$ cat src/stats_macros.svh
/*
  Widths and offsets for the sample statistics unit. Only 8-bit samples and
  a 4-deep history are supported; the APB offsets assume a 4-bit address.
*/
`ifndef STATS_MACROS_SVH
`define STATS_MACROS_SVH

// sample width in bits
`define STATS_W 8

// number of history stages
`define HIST_DEPTH 4

// APB address width
`define APB_AW 4

// register byte offsets
`define REG_CTRL     4'h0
`define REG_EXTREMES 4'h4
`define REG_LAST     4'h8
`define REG_STATUS   4'hC

`endif
$ cat src/statsPkg.sv
/*
  Shared types for the statistics unit: stream and APB structs, FSM states
  and output opcodes. Widths come from the macro header.
*/
`include "stats_macros.svh"

package statsPkg;

    // one cycle of input, no handshake
    typedef struct packed {
        logic [`STATS_W-1:0] data;  // two's complement sample
        logic                enable;
        logic                average;
        logic                restart;
    } sampleInT;

    typedef struct packed {
        logic              psel;
        logic              penable;
        logic              pwrite;
        logic [`APB_AW-1:0] paddr;
        logic [31:0]       pwdata;
    } apbReqT;

    typedef struct packed {
        logic [31:0] prdata;
        logic        pready;
        logic        pslverr;
    } apbRspT;

    // encoding is visible through the status register
    typedef enum logic [1:0] {
        ST_IDLE    = 2'd0,
        ST_CAPTURE = 2'd1,
        ST_RUN     = 2'd2
    } ctrlStateE;

    typedef enum logic [2:0] {
        OUT_ZERO,
        OUT_MIDRANGE,
        OUT_DELAYED,
        OUT_SMOOTH,
        OUT_LAST
    } outSelE;

endpackage

$ cat src/sampleStatsTop.sv
/*
  Streaming statistics unit, one signed sample per clock with no handshake.
  APB carries status reads and the re-capture request only.
*/
`timescale 1ns/1ns
`include "stats_macros.svh"

module sampleStatsTop
    import statsPkg::*;
(
    input  logic                CLOCK,
    input  logic                rstN,
    input  sampleInT            sampleIn,
    input  apbReqT              apbReq,
    output logic [`STATS_W-1:0] dataOut,
    output apbRspT              apbRsp
);

    ctrlStateE           state;
    outSelE              outSel;
    logic                capture;
    logic                running;
    logic                recapture;
    logic [`STATS_W-1:0] maxVal;
    logic [`STATS_W-1:0] minVal;
    logic [`STATS_W-1:0] oldest;
    logic [`STATS_W-1:0] lastVal;

    statsControl i_statsControl (
        .CLOCK     (CLOCK),
        .rstN      (rstN),
        .sampleIn  (sampleIn),
        .recapture (recapture),
        .state     (state),
        .capture   (capture),
        .running   (running),
        .outSel    (outSel)
    );

    extremeTracker i_extremeTracker (
        .CLOCK   (CLOCK),
        .rstN    (rstN),
        .capture (capture),
        .running (running),
        .data    (sampleIn.data),
        .maxVal  (maxVal),
        .minVal  (minVal)
    );

    sampleDelayLine i_sampleDelayLine (
        .CLOCK    (CLOCK),
        .rstN     (rstN),
        .capture  (capture),
        .running  (running),
        .sampleIn (sampleIn),
        .oldest   (oldest),
        .lastVal  (lastVal)
    );

    averageSelect i_averageSelect (
        .CLOCK   (CLOCK),
        .rstN    (rstN),
        .outSel  (outSel),
        .data    (sampleIn.data),
        .maxVal  (maxVal),
        .minVal  (minVal),
        .oldest  (oldest),
        .lastVal (lastVal),
        .dataOut (dataOut)
    );

    apbStatusRegs i_apbStatusRegs (
        .CLOCK     (CLOCK),
        .rstN      (rstN),
        .apbReq    (apbReq),
        .state     (state),
        .maxVal    (maxVal),
        .minVal    (minVal),
        .lastVal   (lastVal),
        .apbRsp    (apbRsp),
        .recapture (recapture)
    );

endmodule

$ cat src/apbStatusRegs.sv
/*
  Zero-wait APB slave for status reads. The response is registered in the
  setup cycle so it is valid in the access cycle; pready is tied high.
*/
`timescale 1ns/1ns
`include "stats_macros.svh"

module apbStatusRegs
    import statsPkg::*;
(
    input  logic                CLOCK,
    input  logic                rstN,
    input  apbReqT              apbReq,
    input  ctrlStateE           state,
    input  logic [`STATS_W-1:0] maxVal,
    input  logic [`STATS_W-1:0] minVal,
    input  logic [`STATS_W-1:0] lastVal,
    output apbRspT              apbRsp,
    output logic                recapture
);

    logic        setupPhase;
    logic        knownOffset;
    logic        ctrlHit;
    logic        accessErr;
    logic [31:0] readData;
    logic [31:0] prdataQ;
    logic        pslverrQ;

    assign setupPhase = apbReq.psel && !apbReq.penable;
    assign ctrlHit    = (apbReq.paddr == `REG_CTRL);

    // read mux over the register map
    always_comb begin
        readData    = '0;
        knownOffset = 1'b1;
        case (apbReq.paddr)
            `REG_CTRL: begin
                readData = '0;  // write-only trigger
            end
            `REG_EXTREMES: begin
                readData[15:0] = {maxVal, minVal};
            end
            `REG_LAST: begin
                readData[7:0] = lastVal;
            end
            `REG_STATUS: begin
                readData[1:0] = state;
            end
            default: begin
                knownOffset = 1'b0;
            end
        endcase
    end

    // only the control register accepts writes
    assign accessErr = !knownOffset || (apbReq.pwrite && !ctrlHit);

    always_ff @(posedge CLOCK or negedge rstN) begin
        if (!rstN) begin
            prdataQ   <= '0;
            pslverrQ  <= 1'b0;
            recapture <= 1'b0;
        end else begin
            prdataQ   <= (setupPhase && !apbReq.pwrite) ? readData : '0;
            pslverrQ  <= setupPhase && accessErr;
            // high for the access cycle only
            recapture <= setupPhase && apbReq.pwrite && ctrlHit && apbReq.pwdata[0];
        end
    end

    assign apbRsp = '{prdata: prdataQ, pready: 1'b1, pslverr: pslverrQ};

endmodule

$ cat src/averageSelect.sv
/*
  Rounding averagers and the registered output mux. Negative sums round
  through a negate, shift, negate sequence, so results are not a plain floor.
*/
`timescale 1ns/1ns
`include "stats_macros.svh"

module averageSelect
    import statsPkg::*;
(
    input  logic                CLOCK,
    input  logic                rstN,
    input  outSelE              outSel,
    input  logic [`STATS_W-1:0] data,
    input  logic [`STATS_W-1:0] maxVal,
    input  logic [`STATS_W-1:0] minVal,
    input  logic [`STATS_W-1:0] oldest,
    input  logic [`STATS_W-1:0] lastVal,
    output logic [`STATS_W-1:0] dataOut
);

    logic [`STATS_W-1:0] midrange;
    logic [`STATS_W-1:0] smooth;

    // averaging of two signed samples, 8-bit result
    function automatic logic [`STATS_W-1:0] avgRound(
        input logic [`STATS_W-1:0] a,
        input logic [`STATS_W-1:0] b
    );
        logic [`STATS_W:0]   sum;
        logic [`STATS_W-1:0] negLow;
        logic [`STATS_W-1:0] halved;
        sum = {a[`STATS_W-1], a} + {b[`STATS_W-1], b};
        if (!sum[`STATS_W]) begin
            avgRound = {2'b00, sum[`STATS_W-2:1]};
        end else begin
            negLow   = -{1'b0, sum[`STATS_W-2:0]};  // magnitude of low bits
            halved   = {negLow[`STATS_W-1], negLow[`STATS_W-1:1]};
            avgRound = -halved;
        end
    endfunction

    assign midrange = avgRound(maxVal, minVal);
    assign smooth   = avgRound(data, oldest);

    always_ff @(posedge CLOCK or negedge rstN) begin
        if (!rstN) begin
            dataOut <= '0;
        end else begin
            case (outSel)
                OUT_MIDRANGE: dataOut <= midrange;
                OUT_DELAYED:  dataOut <= oldest;
                OUT_SMOOTH:   dataOut <= smooth;
                OUT_LAST:     dataOut <= lastVal;  // old value when enable is low
                default:      dataOut <= '0;       // idle and capture
            endcase
        end
    end

endmodule

$ cat src/sampleDelayLine.sv
/*
  Sample history of HIST_DEPTH stages and the last enabled sample.
  Both clear on capture; the history shifts on every run cycle.
*/
`timescale 1ns/1ns
`include "stats_macros.svh"

module sampleDelayLine
    import statsPkg::*;
(
    input  logic                CLOCK,
    input  logic                rstN,
    input  logic                capture,
    input  logic                running,
    input  sampleInT            sampleIn,
    output logic [`STATS_W-1:0] oldest,
    output logic [`STATS_W-1:0] lastVal
);

    logic [`STATS_W-1:0] hist [`HIST_DEPTH];  // hist[0] is the newest

    always_ff @(posedge CLOCK or negedge rstN) begin
        if (!rstN) begin
            for (int i = 0; i < `HIST_DEPTH; i++) begin
                hist[i] <= '0;
            end
            lastVal <= '0;
        end else if (capture) begin
            for (int i = 0; i < `HIST_DEPTH; i++) begin
                hist[i] <= '0;
            end
            lastVal <= '0;
        end else if (running) begin
            hist[0] <= sampleIn.data;
            for (int i = 1; i < `HIST_DEPTH; i++) begin
                hist[i] <= hist[i-1];
            end
            if (sampleIn.enable) begin
                lastVal <= sampleIn.data;
            end
        end
    end

    assign oldest = hist[`HIST_DEPTH-1];  // sample from HIST_DEPTH cycles ago

endmodule

$ cat src/extremeTracker.sv
/*
  Running signed maximum and minimum. A sample updates at most one of them,
  the maximum taking precedence.
*/
`timescale 1ns/1ns
`include "stats_macros.svh"

module extremeTracker (
    input  logic                CLOCK,
    input  logic                rstN,
    input  logic                capture,
    input  logic                running,
    input  logic [`STATS_W-1:0] data,
    output logic [`STATS_W-1:0] maxVal,
    output logic [`STATS_W-1:0] minVal
);

    logic aboveMax;
    logic belowMin;

    // two's complement compares against the stored values
    assign aboveMax = $signed(data) > $signed(maxVal);
    assign belowMin = $signed(minVal) > $signed(data);

    always_ff @(posedge CLOCK or negedge rstN) begin
        if (!rstN) begin
            maxVal <= '0;
            minVal <= '0;
        end else if (capture) begin
            maxVal <= data;  // first sample seeds both
            minVal <= data;
        end else if (running) begin
            if (aboveMax) begin
                maxVal <= data;
            end else if (belowMin) begin
                minVal <= data;
            end
        end
    end

endmodule

$ cat src/statsControl.sv
/*
  Idle, capture and run sequencing plus the output opcode decode.
  The opcode is combinational so the datapath registers it on the same edge.
*/
`timescale 1ns/1ns

module statsControl
    import statsPkg::*;
(
    input  logic      CLOCK,
    input  logic      rstN,
    input  sampleInT  sampleIn,
    input  logic      recapture,
    output ctrlStateE state,
    output logic      capture,
    output logic      running,
    output outSelE    outSel
);

    ctrlStateE nextState;

    always_comb begin
        nextState = state;
        case (state)
            ST_IDLE: begin
                nextState = ST_CAPTURE;  // single idle cycle after reset
            end
            ST_CAPTURE: begin
                nextState = ST_RUN;
            end
            ST_RUN: begin
                if (recapture) begin
                    nextState = ST_CAPTURE;  // software asked for a fresh seed
                end
            end
            default: begin
                nextState = ST_IDLE;
            end
        endcase
    end

    always_ff @(posedge CLOCK or negedge rstN) begin
        if (!rstN) begin
            state <= ST_IDLE;
        end else begin
            state <= nextState;
        end
    end

    assign capture = (state == ST_CAPTURE);
    assign running = (state == ST_RUN);

    // priority: restart, then enable with average, then enable, else hold
    always_comb begin
        if (!running) begin
            outSel = OUT_ZERO;
        end else if (sampleIn.restart) begin
            outSel = OUT_MIDRANGE;
        end else if (sampleIn.enable && sampleIn.average) begin
            outSel = OUT_DELAYED;
        end else if (sampleIn.enable) begin
            outSel = OUT_SMOOTH;
        end else begin
            outSel = OUT_LAST;
        end
    end

endmodule

$ cat config.mk
export PLATFORM = sky130hd
export DESIGN_NAME = sampleStatsTop
export DESIGN_NICKNAME = d
export VERILOG_FILES = /design/src/statsPkg.sv /design/src/sampleStatsTop.sv /design/src/apbStatusRegs.sv /design/src/averageSelect.sv /design/src/sampleDelayLine.sv /design/src/extremeTracker.sv /design/src/statsControl.sv
export VERILOG_INCLUDE_DIRS = /design/src
export SDC_FILE = /design/constraint.sdc
export NUM_CORES = 1
export LEC_CHECK = 0
export BUFFER_PORTS_ARGS = -buffer_cell sky130_fd_sc_hd__buf_2
export CORE_ASPECT_RATIO = 1.1
export CORE_MARGIN = 5
export CORE_UTILIZATION = 40
export CTS_CLUSTER_DIAMETER = 30
export DETAILED_ROUTE_END_ITERATION = 12
export GPL_ROUTABILITY_DRIVEN = 0
export GPL_TIMING_DRIVEN = 0
export PLACE_DENSITY = 0.63
export SYNTH_ARGS = -nofsm -noshare
export SYNTH_HDL_FRONTEND = slang
export SYNTH_SLANG_ARGS = --single-unit
export TNS_END_PERCENT = 100
$ cat constraint.sdc
create_clock -name CLOCK -period 2.75 [get_ports CLOCK]
set_input_delay 0.1375 -clock CLOCK [delete_from_list [all_inputs] [get_ports CLOCK]]
set_output_delay 0.1375 -clock CLOCK [all_outputs]
set_load 0.05 [all_outputs]
# Word-level counts from Yosys, hierarchy flattened
# Index checks and enable logic that the tools add are counted.
dict set report op_classes {
  n_addsub 6
  multipliers 0
  div 0
  magnitude_cmp 2
  n_eq_ne 11
  shift 0
  n_mux 26
  bitwise_logic 0
  n_reduce_logical 23
}
# cell count
set ops {}
lappend ops {{$mux 8} 13}
lappend ops {{$mux 32} 2}
lappend ops {{$pmux 8 s4} 1}
lappend ops {{$add 8x8->9} 2}
lappend ops {{$gt 8x8->1} 2}
lappend ops {{$mux 16} 1}
lappend ops {{$neg 7->8} 2}
lappend ops {{$neg 8->8} 2}
lappend ops {{$mux 3} 4}
lappend ops {{$pmux 2 s3} 2}
lappend ops {{$pmux 6 s2} 1}
lappend ops {{$eq 4x4->1 const B} 2}
lappend ops {{$logic_and 1x1->1} 8}
lappend ops {{$reduce_bool 2->1} 4}
lappend ops {{$eq 3x2->1 const B} 2}
lappend ops {{$eq 4x3->1 const B} 1}
lappend ops {{$logic_not 1->1} 4}
lappend ops {{$logic_not 4->1} 1}
lappend ops {{$reduce_and 2->1} 2}
lappend ops {{$reduce_or 4->1} 1}
lappend ops {{$eq 3x1->1 const B} 1}
lappend ops {{$eq 3x3->1 const B} 1}
lappend ops {{$reduce_and 3->1} 1}
lappend ops {{$eq 2x1->1 const B} 1}
lappend ops {{other kinds (7)} 7}
dict set report word_totals {
  register_bits 100
  latchBits 0
  mem_bits_rw 0
  mem_bits_ro 0
  inputBits 52
  word_cells 80
  n_memories 0
}

# Depth between registers and ports, before layout
# Gate-level depths: netlist (run 1).
dict set report logic_depth {
  word_depth 6
  mapped_depth 12
}

# Cells and area by module
# From an unflattened synthesis (run 1), not the netlist that was laid out.
dict set report unflattened {
  hier_cells 562
  area_unflattened_um2 5591.6
}
# mod instances cells_per_inst area_per_inst_um2
set modules_own_cells {}
lappend modules_own_cells {averageSelect 1 231 1808.0}
lappend modules_own_cells {sampleDelayLine 1 147 1735.4}
lappend modules_own_cells {extremeTracker 1 94 1067.3}
lappend modules_own_cells {apbStatusRegs 1 77 852.1}
lappend modules_own_cells {statsControl 1 13 128.9}

# Least setup slack after synthesis (run 1)
# No wires, ideal clock.
dict set report synth_timing {
  path_type {register to register}
  start {reg i_sampleDelayLine.hist (netlist bit i_sampleDelayLine.oldest[0])}
  end {reg i_averageSelect.dataOut[2]}
  setup_ps 143
  arrival_time_ps 2550
  required_ps 2607
  slack_ps 57
  path_stages_with_launch 13
  n_path_buf 0
  cell_sequence {dfrtp_1 -> ha_1 -> fa_1 -> inv_1 -> ha_1 -> xnor2_1 -> ha_1 -> xnor2_1 -> nand2_2 -> xnor2_1 -> o21ai_1 -> a211oi_1 -> a211oi_1}
}
dict set report synth_via {
  elab_chain_cells 5
}
# item line_no
set synth_rtl {}
lappend synth_rtl {{start, declared} sampleDelayLine.sv:20} ;# logic [`STATS_W-1:0] hist [`HIST_DEPTH];
lappend synth_rtl {{start signal, assigned by index} sampleDelayLine.sv:36} ;# hist[i] <= hist[i-1];
lappend synth_rtl {{$add 8x8->9 *} averageSelect.sv:33} ;# sum = {a[`STATS_W-1], a} + {b[`STATS_W-1], b};
lappend synth_rtl {{$neg 7->8} averageSelect.sv:37} ;# negLow = -{1'b0, sum[`STATS_W-2:0]};
lappend synth_rtl {{$neg 8->8} averageSelect.sv:39} ;# avgRound = -halved;
lappend synth_rtl {{$mux 8 *} averageSelect.sv:34} ;# if (!sum[`STATS_W]) begin
lappend synth_rtl {{$pmux 8 s4 *} averageSelect.sv:50} ;# case (outSel)
lappend synth_rtl {{end signal, assigned} averageSelect.sv:51} ;# OUT_MIDRANGE: dataOut <= midrange;
lappend synth_rtl {{end signal, assigned} averageSelect.sv:52} ;# OUT_DELAYED: dataOut <= oldest;
lappend synth_rtl {{end signal, assigned} averageSelect.sv:53} ;# OUT_SMOOTH: dataOut <= smooth;
lappend synth_rtl {{end, declared} averageSelect.sv:19} ;# output logic [`STATS_W-1:0] dataOut
# Mark *: on every way between the ends. The rest lies on a longest branch, timed or not.
# A chain may end at the register's enable or synchronous reset.

# Worst setup path after layout (run 1)
dict set report layout_timing {
  start {reg i_extremeTracker.maxVal[0]}
  end {reg i_averageSelect.dataOut[5]}
}
dict set report layout_via {
  elab_chain_cells 5
}
# item line_no
set layout_rtl {}
lappend layout_rtl {{start, declared} extremeTracker.sv:14} ;# output logic [`STATS_W-1:0] maxVal,
lappend layout_rtl {{start signal, assigned} extremeTracker.sv:30} ;# maxVal <= data;
lappend layout_rtl {{start signal, assigned} extremeTracker.sv:34} ;# maxVal <= data;
lappend layout_rtl {{$add 8x8->9 *} averageSelect.sv:33}
lappend layout_rtl {{$neg 7->8} averageSelect.sv:37}
lappend layout_rtl {{$neg 8->8} averageSelect.sv:39}
lappend layout_rtl {{$mux 8 *} averageSelect.sv:34}
lappend layout_rtl {{$pmux 8 s4 *} averageSelect.sv:50}
# Marked as above.

==> results of run 1 <==
power breakdown:
group	switching [mW]	leakage, nW	total, mW	internal [mW]
clock	0.520	0.151	1.26	0.738
sequential	0.340	1.10	2.00	1.66
combinational	3.58	1.81	6.36	2.78
total	4.44	3.06	9.62	5.18
kinds of logic (layout without fill, tap and decap cells):
group,after synthesis,count (layout),share of synthesized area
simple gates,171,171,0.184
compound gates,146,146,0.188
buf+inv,103,177,0.0842
flops,84,84,0.379
fa+ha+maj,41,41,0.0953
mux,19,19,0.0363
xor+xnor,17,17,0.0309
other cells,2,17,0.00135
state kept, by name (all words and copies together), names as in the netlist:
register,cells
i_apbStatusRegs.prdataQ,16
i_apbStatusRegs.pslverrQ,1
i_apbStatusRegs.recapture,1
i_averageSelect.dataOut,8
i_extremeTracker.maxVal,8
i_extremeTracker.minVal,8
i_sampleDelayLine.hist,24
i_sampleDelayLine.lastVal,8
i_sampleDelayLine.oldest,8
i_statsControl.state,2
final cells by class:
cell class | instances | area, sq um
Multi-Input combinational cell | 411 | 3190
Clock buffer | 10 | 239
Timing Repair Buffer | 59 | 355
Tap cell | 188 | 235
Sequential cell | 84 | 2100
Fill cell | 1297 | 7030
Inverter | 63 | 236
Buffer | 39 | 226
Clock inverter | 6 | 71.3
cell usage after synthesis, types with 3 or more instances:
| cell type | instances | area (sq um) |
|---|---|---|
| sky130_fd_sc_hd__dfrtp_1 | 84 | 2100 |
| sky130_fd_sc_hd__inv_1 | 63 | 236 |
| sky130_fd_sc_hd__o21ai_0 | 42 | 210 |
| sky130_fd_sc_hd__ha_1 | 39 | 488 |
| sky130_fd_sc_hd__nor2_1 | 34 | 128 |
| sky130_fd_sc_hd__nand3b_1 | 32 | 240 |
| sky130_fd_sc_hd__nand2_1 | 22 | 82.6 |
| sky130_fd_sc_hd__buf_4 | 21 | 158 |
| sky130_fd_sc_hd__a21oi_1 | 20 | 100 |
| sky130_fd_sc_hd__clkbuf_1 | 15 | 56.3 |
| sky130_fd_sc_hd__and2_1 | 13 | 81.3 |
| sky130_fd_sc_hd__nor3_1 | 11 | 55.1 |
| sky130_fd_sc_hd__a31oi_1 | 10 | 62.6 |
| sky130_fd_sc_hd__mux2i_1 | 10 | 100 |
| sky130_fd_sc_hd__xnor2_1 | 10 | 87.6 |
| sky130_fd_sc_hd__a22oi_1 | 9 | 67.6 |
| sky130_fd_sc_hd__nand3_1 | 9 | 45.0 |
| sky130_fd_sc_hd__nor2b_1 | 9 | 56.3 |
| sky130_fd_sc_hd__a22o_1 | 8 | 70.1 |
| sky130_fd_sc_hd__nand2b_1 | 8 | 50.1 |
| sky130_fd_sc_hd__o21a_1 | 8 | 60.1 |
| sky130_fd_sc_hd__o21ai_1 | 8 | 40.0 |
| sky130_fd_sc_hd__o211ai_1 | 6 | 45.0 |
| sky130_fd_sc_hd__mux2_2 | 5 | 56.3 |
| sky130_fd_sc_hd__a211oi_1 | 4 | 30.0 |
| sky130_fd_sc_hd__mux2_1 | 4 | 45.0 |
| sky130_fd_sc_hd__nor3b_1 | 4 | 30.0 |
| sky130_fd_sc_hd__xor2_1 | 4 | 35.0 |
| sky130_fd_sc_hd__buf_1 | 3 | 11.3 |
| sky130_fd_sc_hd__nor2_2 | 3 | 18.8 |
| sky130_fd_sc_hd__xnor2_2 | 3 | 48.8 |
per-layer routing:
| metal | global-route usage | vias up |
|---|---|---|
| li1 | - | 2183 |
| met1 | 0.219 | 2185 |
| met2 | 0.296 | 108 |
| met3 | 0.0399 | 25 |
| met4 | 0.0629 | 0 |
| met5 | 0 | - |
worst max-delay path: stages, from the launching register on:
cell and delay (ps):
sky130_fd_sc_hd__dfrtp_1 410, sky130_fd_sc_hd__ha_4 170, sky130_fd_sc_hd__fa_1 510, sky130_fd_sc_hd__inv_2 60, sky130_fd_sc_hd__ha_4 220, sky130_fd_sc_hd__inv_2 60
sky130_fd_sc_hd__and3_4 180, sky130_fd_sc_hd__or4b_4 440, sky130_fd_sc_hd__o211ai_1 110, sky130_fd_sc_hd__o21ai_1 120, sky130_fd_sc_hd__xnor2_1 140, sky130_fd_sc_hd__o211ai_1 170
how the worst max path moves through the flow:
stage	from	end	slack, ps	depth (start not counted)
after global placement	i_sampleDelayLine.oldest[0]$_DFFE_PN0P_	i_averageSelect.dataOut[2]$_DFF_PN0_	-310	12
after CTS	i_extremeTracker.maxVal[0]$_DFFE_PN0P_	i_averageSelect.dataOut[7]$_DFF_PN0_	0.8	11
after detailed placement	i_sampleDelayLine.oldest[0]$_DFFE_PN0P_	i_averageSelect.dataOut[2]$_DFF_PN0_	-330	12
after floorplan	i_sampleDelayLine.oldest[0]$_DFFE_PN0P_	i_averageSelect.dataOut[2]$_DFF_PN0_	60	12
final	i_extremeTracker.maxVal[0]$_DFFE_PN0P_	i_averageSelect.dataOut[5]$_DFF_PN0_	80	11
after global routing	i_extremeTracker.minVal[0]$_DFFE_PN0P_	i_averageSelect.dataOut[5]$_DFF_PN0_	-90	11
what timing repair did:
action                                 in CTS  in global routing
pin swaps                                  12                 10
endpoints found under the hold margin      17                  0
setup endpoints to repair                   4                  6
hold buffers                                1                  0
cloned                                      0                  0
buffers inserted                            7                  5
gates resized for setup                    16                 14
==> impl_metrics.sql, run 1 <==
INSERT INTO impl_metrics (metric_group, metric, value, unit) VALUES
('floorplan', 'floorplan.initialDensity', '0.405', ''),
('cells_and_area', 'final_common_cell', 'sky130_fd_sc_hd__dfrtp_1', ''),
('floorplan', 'floorplan.die.height', '133', 'um'),
('global_route', 'grt_start_max_net_pins', '68', ''),
('cells_and_area', 'final_cell_area', '6660', 'sq um'),
('sta', 'hold-worst-slack', '75.9', 'ps'),
('outcome', 'status', 'complete, no violations', ''),
('cells_and_area', 'final_cell_count_no_fill', '860', ''),
('cells_and_area', 'diodes', '0', ''),
('clocking', 'htree_num_levels', '3', ''),
('sta', 'finalCritPeriodShare', '0.972', ''),
('route', 'drt_pre_antenna_iters', '4', ''),
('sta', 'maxClockFrequency', '374', 'MHz'),
('cells_and_area', 'final_layout_size_suffix_gt1_frac', '0.228', ''),
('critical_path', 'ff2ff_setup_slack', '80', 'ps'),
('place', 'detailedPlacementHpwl', '10400', 'um'),
('sta', 'worst_slew_margin_rel', '0.578', ''),
('place', 'dp.cells', '832', ''),
('pwr', 'vdd_ir_drop_max', '0.655', 'mV'),
('cells_and_area', 'layout_common_cells', '82 x sky130_fd_sc_hd__dfrtp_1, 59 x sky130_fd_sc_hd__inv_1, 45 x sky130_fd_sc_hd__buf_2', ''),
('flow_run', 'timing.max_cap.violations', '0', ''),
('hold_path', 'min_delay_worst_endpoint', 'i_apbStatusRegs.recapture$_DFF_PN0_', ''),
('pwr', 'power.density', '1450', 'nW/um^2'),
('clocking', 'path_clk_slew', '60', 'ps'),
('route', 'detailroute.wirelength.met3', '699', 'um'),
('route', 'drt-total-wl', '13800', 'um'),
('logic_synthesis', 'post_synth_instance_area', '5540', 'sq um'),
('global_route', 'antenna_violations_before_repair', '0', ''),
('sta', 'rsz0062_at_grt', 'true', ''),
('hold_path', 'hold_depth', '2', ''),
('pwr', 'finalPower', '9.62', 'mW'),
('clocking', 'cts_made_buffers', '9', ''),
('sta', 'fin_crit', '2670', 'ps'),
('critical_path', 'worstRegToRegCells', '11', ''),
('floorplan', 'die_area', '16300', 'sq um'),
('clocking', 'cts_root_buf', 'sky130_fd_sc_hd__clkbuf_16', ''),
('route', 'final_ant_viol_nets', '0', ''),
('route', 'via_per_inst', '5.23', ''),
('sta', 'timing_worst_slew_pin_value', '632', 'ps'),
('sta', 'finalHoldViolCount', '0', ''),
('logic_synthesis', 'ys_seq_elements', '84', ''),
('cells_and_area', 'final_net_count', '760', ''),
('critical_path', 'timing.rr.start', 'i_extremeTracker.maxVal[0]$_DFFE_PN0P_', ''),
('logic_synthesis', 'synthDistinctLibCells', '76', ''),
('logic_synthesis', 'synthFlopType', 'sky130_fd_sc_hd__dfrtp_1', ''),
('pwr', 'power.leakage', '3.06', 'nW'),
('logic_synthesis', 'synth_async_sr_flop_share', '1.00', ''),
('clocking', 'tritoncts_clock_tree', 'built', ''),
('critical_path', 'critPathLaunchType', 'flip-flop', ''),
('clocking', 'clock_sinks', '84', ''),
('sta', 'maxSlewViolCount', '0', ''),
('sta', 'skew', '8.07', 'ps'),
('clocking', 'clock_network_latency_to_the_later_pin_of_the_worst_skew_pair', '350', 'ps'),
('logic_synthesis', 'synthesized_instance_count', '583', ''),
('route', 'met1Wirelength', '5810', 'um'),
('cells_and_area', 'area_growth_syn_to_layout', '20.1', '%'),
('route', 'detailroute.via_count', '4501', ''),
('floorplan', 'chipWidth', '122', 'um'),
('place', 'place_worst_setup_slack', '-329', 'ps'),
('global_route', 'global_route_wire_length_before_repair', '22800', 'um'),
('clocking', 'clock_path_buffers', '2', ''),
('logic_synthesis', 'synth-edff-count', '0', ''),
('critical_path', 'crit_fanout', '3', ''),
('hold_path', 'hp-start', 'apbReq[0]', ''),
('floorplan', 'coreArea', '13700', 'sq um'),
('hold_path', 'hp-class', 'in2reg', ''),
('route', 'top_layer', 'met4', ''),
('route', 'drc', '0', ''),
('global_route', 'grt-ovfl-total', '0', ''),
('floorplan', 'fp-row-count', '45', ''),
('sta', 'setup-violations-final', '0', '');
(Power assumes the default switching activity.)
==> inputs of run 2 (changes only) <==
--- a/config.mk
+++ b/config.mk
@@ -8,7 +8,7 @@
 export LEC_CHECK = 0
 export BUFFER_PORTS_ARGS = -buffer_cell sky130_fd_sc_hd__buf_2
 export CORE_ASPECT_RATIO = 1.1
-export CORE_MARGIN = 5
+export CORE_MARGIN = 2
 export CORE_UTILIZATION = 40
 export CTS_CLUSTER_DIAMETER = 30
 export DETAILED_ROUTE_END_ITERATION = 12
==> impl_metrics.sql, run 2 (synthesis results as in run 1) <==
INSERT INTO impl_metrics (metric_group, metric, value, unit) VALUES
('outcome', 'status', 'complete, no violations', ''),
('cells_and_area', 'layout_common_cells', '83 x sky130_fd_sc_hd__dfrtp_1, 59 x sky130_fd_sc_hd__inv_1, 45 x sky130_fd_sc_hd__buf_2', ''),
('pwr', 'vdd_ir_drop_max', '0.731', 'mV'),
('cells_and_area', 'top_register', 'i_sampleDelayLine.hist', ''),
('clocking', 'htree_num_levels', '3', ''),
('floorplan', 'chipWidth', '116', 'um'),
('route', 'drt-initial-drc-count', '217', ''),
('sta', 'rsz0062_at_grt', 'true', ''),
('global_route', 'antenna_violations_before_repair', '0', ''),
('clocking', 'tritoncts_clock_tree', 'built', ''),
('sta', 'finalCritPeriodShare', '0.992', ''),
('critical_path', 'timing.rr.start', 'i_extremeTracker.minVal[0]$_DFFE_PN0P_', ''),
('route', 'avgRoutedWirePerCell', '16.0', 'um'),
('critical_path', 'worstRegToRegCells', '11', ''),
('critical_path', 'worstSetupPathType', 'reg2reg', ''),
('cells_and_area', 'diodes', '0', ''),
('cells_and_area', 'nFillCells', '1232', ''),
('cells_and_area', 'final_net_count', '758', ''),
('critical_path', 'ff2ff_setup_slack', '20', 'ps'),
('pwr', 'power.leakage', '3.03', 'nW'),
('hold_path', 'min_delay_worst_endpoint', 'i_apbStatusRegs.pslverrQ$_DFF_PN0_', ''),
('sta', 'fin_crit', '2730', 'ps'),
('cells_and_area', 'area_growth_syn_to_layout', '19.3', '%'),
('floorplan', 'floorplan.initialDensity', '0.405', ''),
('route', 'drt-total-wl', '13700', 'um'),
('clocking', 'path_clk_slew', '60', 'ps'),
('cells_and_area', 'final_cell_area', '6610', 'sq um'),
('floorplan', 'coreArea', '13700', 'sq um'),
('critical_path', 'worst_ep_arrival_time', '2940', 'ps'),
('global_route', 'grt-ovfl-total', '0', ''),
('flow_run', 'timing.max_cap.violations', '0', ''),
('clocking', 'clock_sinks', '84', ''),
('sta', 'timing_worst_slew_pin_value', '644', 'ps'),
('place', 'detailedPlacementHpwl', '10200', 'um'),
('clocking', 'clock_network_latency_to_the_later_pin_of_the_worst_skew_pair', '340', 'ps'),
('hold_path', 'hold_depth', '3', ''),
('cells_and_area', 'largest_register_ffs', '24', ''),
('sta', 'hold-worst-slack', '66.9', 'ps'),
('sta', 'maxSlewViolCount', '0', ''),
('hold_path', 'hp-start', 'apbReq[38]', ''),
('route', 'detailroute.via_count', '4483', ''),
('route', 'via_per_inst', '5.22', ''),
('sta', 'setup_tns', '0', 'ps'),
('route', 'drc', '0', ''),
('sta', 'skew', '11.6', 'ps'),
('sta', 'finalHoldViolCount', '0', ''),
('route', 'drt_pre_antenna_iters', '5', ''),
('sta', 'setup-violations-final', '0', ''),
('place', 'place_worst_setup_slack', '-334', 'ps'),
('hold_path', 'hp-class', 'in2reg', ''),
('floorplan', 'floorplan.die.height', '127', 'um'),
('floorplan', 'die_area', '14800', 'sq um'),
('place', 'port-buffer-count', '45', ''),
('sta', 'worst_slew_margin_rel', '0.570', ''),
('critical_path', 'timing.critical_path.required', '2960', 'ps'),
('place', 'placement_cell_area', '6090', 'sq um'),
('critical_path', 'crit_fanout', '4', ''),
('clocking', 'cts_root_buf', 'sky130_fd_sc_hd__clkbuf_16', ''),
('clocking', 'cts_made_buffers', '9', ''),
('critical_path', 'regToRegEndpoint', 'i_averageSelect.dataOut[5]$_DFF_PN0_', ''),
('critical_path', 'critPathCaptureType', 'flip-flop', ''),
('pwr', 'power.density', '1440', 'nW/um^2'),
('cells_and_area', 'largest_registers', 'i_sampleDelayLine.hist: 24 flops, i_apbStatusRegs.prdataQ: 16 flops', ''),
('sta', 'maxClockFrequency', '366', 'MHz'),
('global_route', 'grtUsageTotal', '0.189', ''),
('global_route', 'global_route_wire_length_before_repair', '21800', 'um'),
('floorplan', 'io_pins', '94', ''),
('critical_path', 'critPathLaunchType', 'flip-flop', ''),
('floorplan', 'fp-row-count', '45', ''),
('cells_and_area', 'final_layout_size_suffix_gt1_frac', '0.225', ''),
('route', 'final_ant_viol_nets', '0', ''),
('sta', 'final_critical_path_setup_slack', '21.4', 'ps'),
('cells_and_area', 'final_common_cell', 'sky130_fd_sc_hd__dfrtp_1', ''),
('clocking', 'clock_path_buffers', '2', ''),
('global_route', 'vias_in_the_first_global_route', '4285', ''),
('global_route', 'grt_start_max_net_pins', '68', '');
[run 2: how the worst max path moves through the flow]
stage / start / depth (start not counted) / to / slack [ps]
2_1_floorplan: i_sampleDelayLine.oldest[0]$_DFFE_PN0P_ / 12 / i_averageSelect.dataOut[2]$_DFF_PN0_ / 60
3_3_place_gp: i_sampleDelayLine.oldest[0]$_DFFE_PN0P_ / 12 / i_averageSelect.dataOut[2]$_DFF_PN0_ / -310
3_5_place_dp: i_sampleDelayLine.oldest[0]$_DFFE_PN0P_ / 12 / i_averageSelect.dataOut[2]$_DFF_PN0_ / -330
4_1_cts: i_extremeTracker.maxVal[0]$_DFFE_PN0P_ / 11 / i_averageSelect.dataOut[5]$_DFF_PN0_ / -1
5_1_grt: i_sampleDelayLine.oldest[0]$_DFFE_PN0P_ / 12 / i_averageSelect.dataOut[2]$_DFF_PN0_ / -100
6_report: i_extremeTracker.minVal[0]$_DFFE_PN0P_ / 11 / i_averageSelect.dataOut[5]$_DFF_PN0_ / 20
[run 2: per-stage QoR]
step	total power [mW]	std cells	utilization
global route	10.3	858	0.483
finish	9.53	858	0.483
CTS	9.27	855	0.477
floorplan	6.41	598	-
global placement	7.46	831	0.443
detailed placement	7.61	832	0.445
[run 2: what timing repair did]
action | in CTS | in global routing
resized for setup | 19 | 12
hold buffers | 1 | 0
setup buffers | 7 | 3
setup endpoints to repair | 5 | 6
endpoints found under the hold margin | 17 | 0
pin swaps | 11 | 11
[run 2: layer usage]
layer  part of all wire  global-route usage
met4              0.024              0.0616
met5                  0                   0
met2               0.50               0.316
met3              0.044              0.0337
met1               0.44               0.246
[run 2: final cells by class]
cell class	instances	area [sq um]	share of cell area
Tap cell	188	235	0.0356
Buffer	39	226	0.0343
Inverter	63	236	0.0358
Clock buffer	10	229	0.0346
Clock inverter	6	41.3	0.00625
Sequential cell	84	2100	0.318
Timing Repair Buffer	57	340	0.0515
Multi-Input combinational cell	411	3200	0.484
[run 2: critical path, stage by stage, from the launching register on]
cell and delay (ps):
sky130_fd_sc_hd__dfrtp_1 410, sky130_fd_sc_hd__ha_4 170, sky130_fd_sc_hd__fa_1 510, sky130_fd_sc_hd__inv_2 60, sky130_fd_sc_hd__ha_4 220, sky130_fd_sc_hd__inv_2 50, sky130_fd_sc_hd__and3_4 170, sky130_fd_sc_hd__or4b_1 430
sky130_fd_sc_hd__o211ai_1 130, sky130_fd_sc_hd__o21ai_1 130, sky130_fd_sc_hd__xnor2_1 200, sky130_fd_sc_hd__o211ai_1 110
[run 2: power by group]
group | leakage [nW] | total, mW | internal [mW] | switching [mW]
Combinational | 1.81 | 6.42 | 2.79 | 3.63
Sequential | 1.10 | 2.00 | 1.66 | 0.343
Clock | 0.124 | 1.12 | 0.610 | 0.505
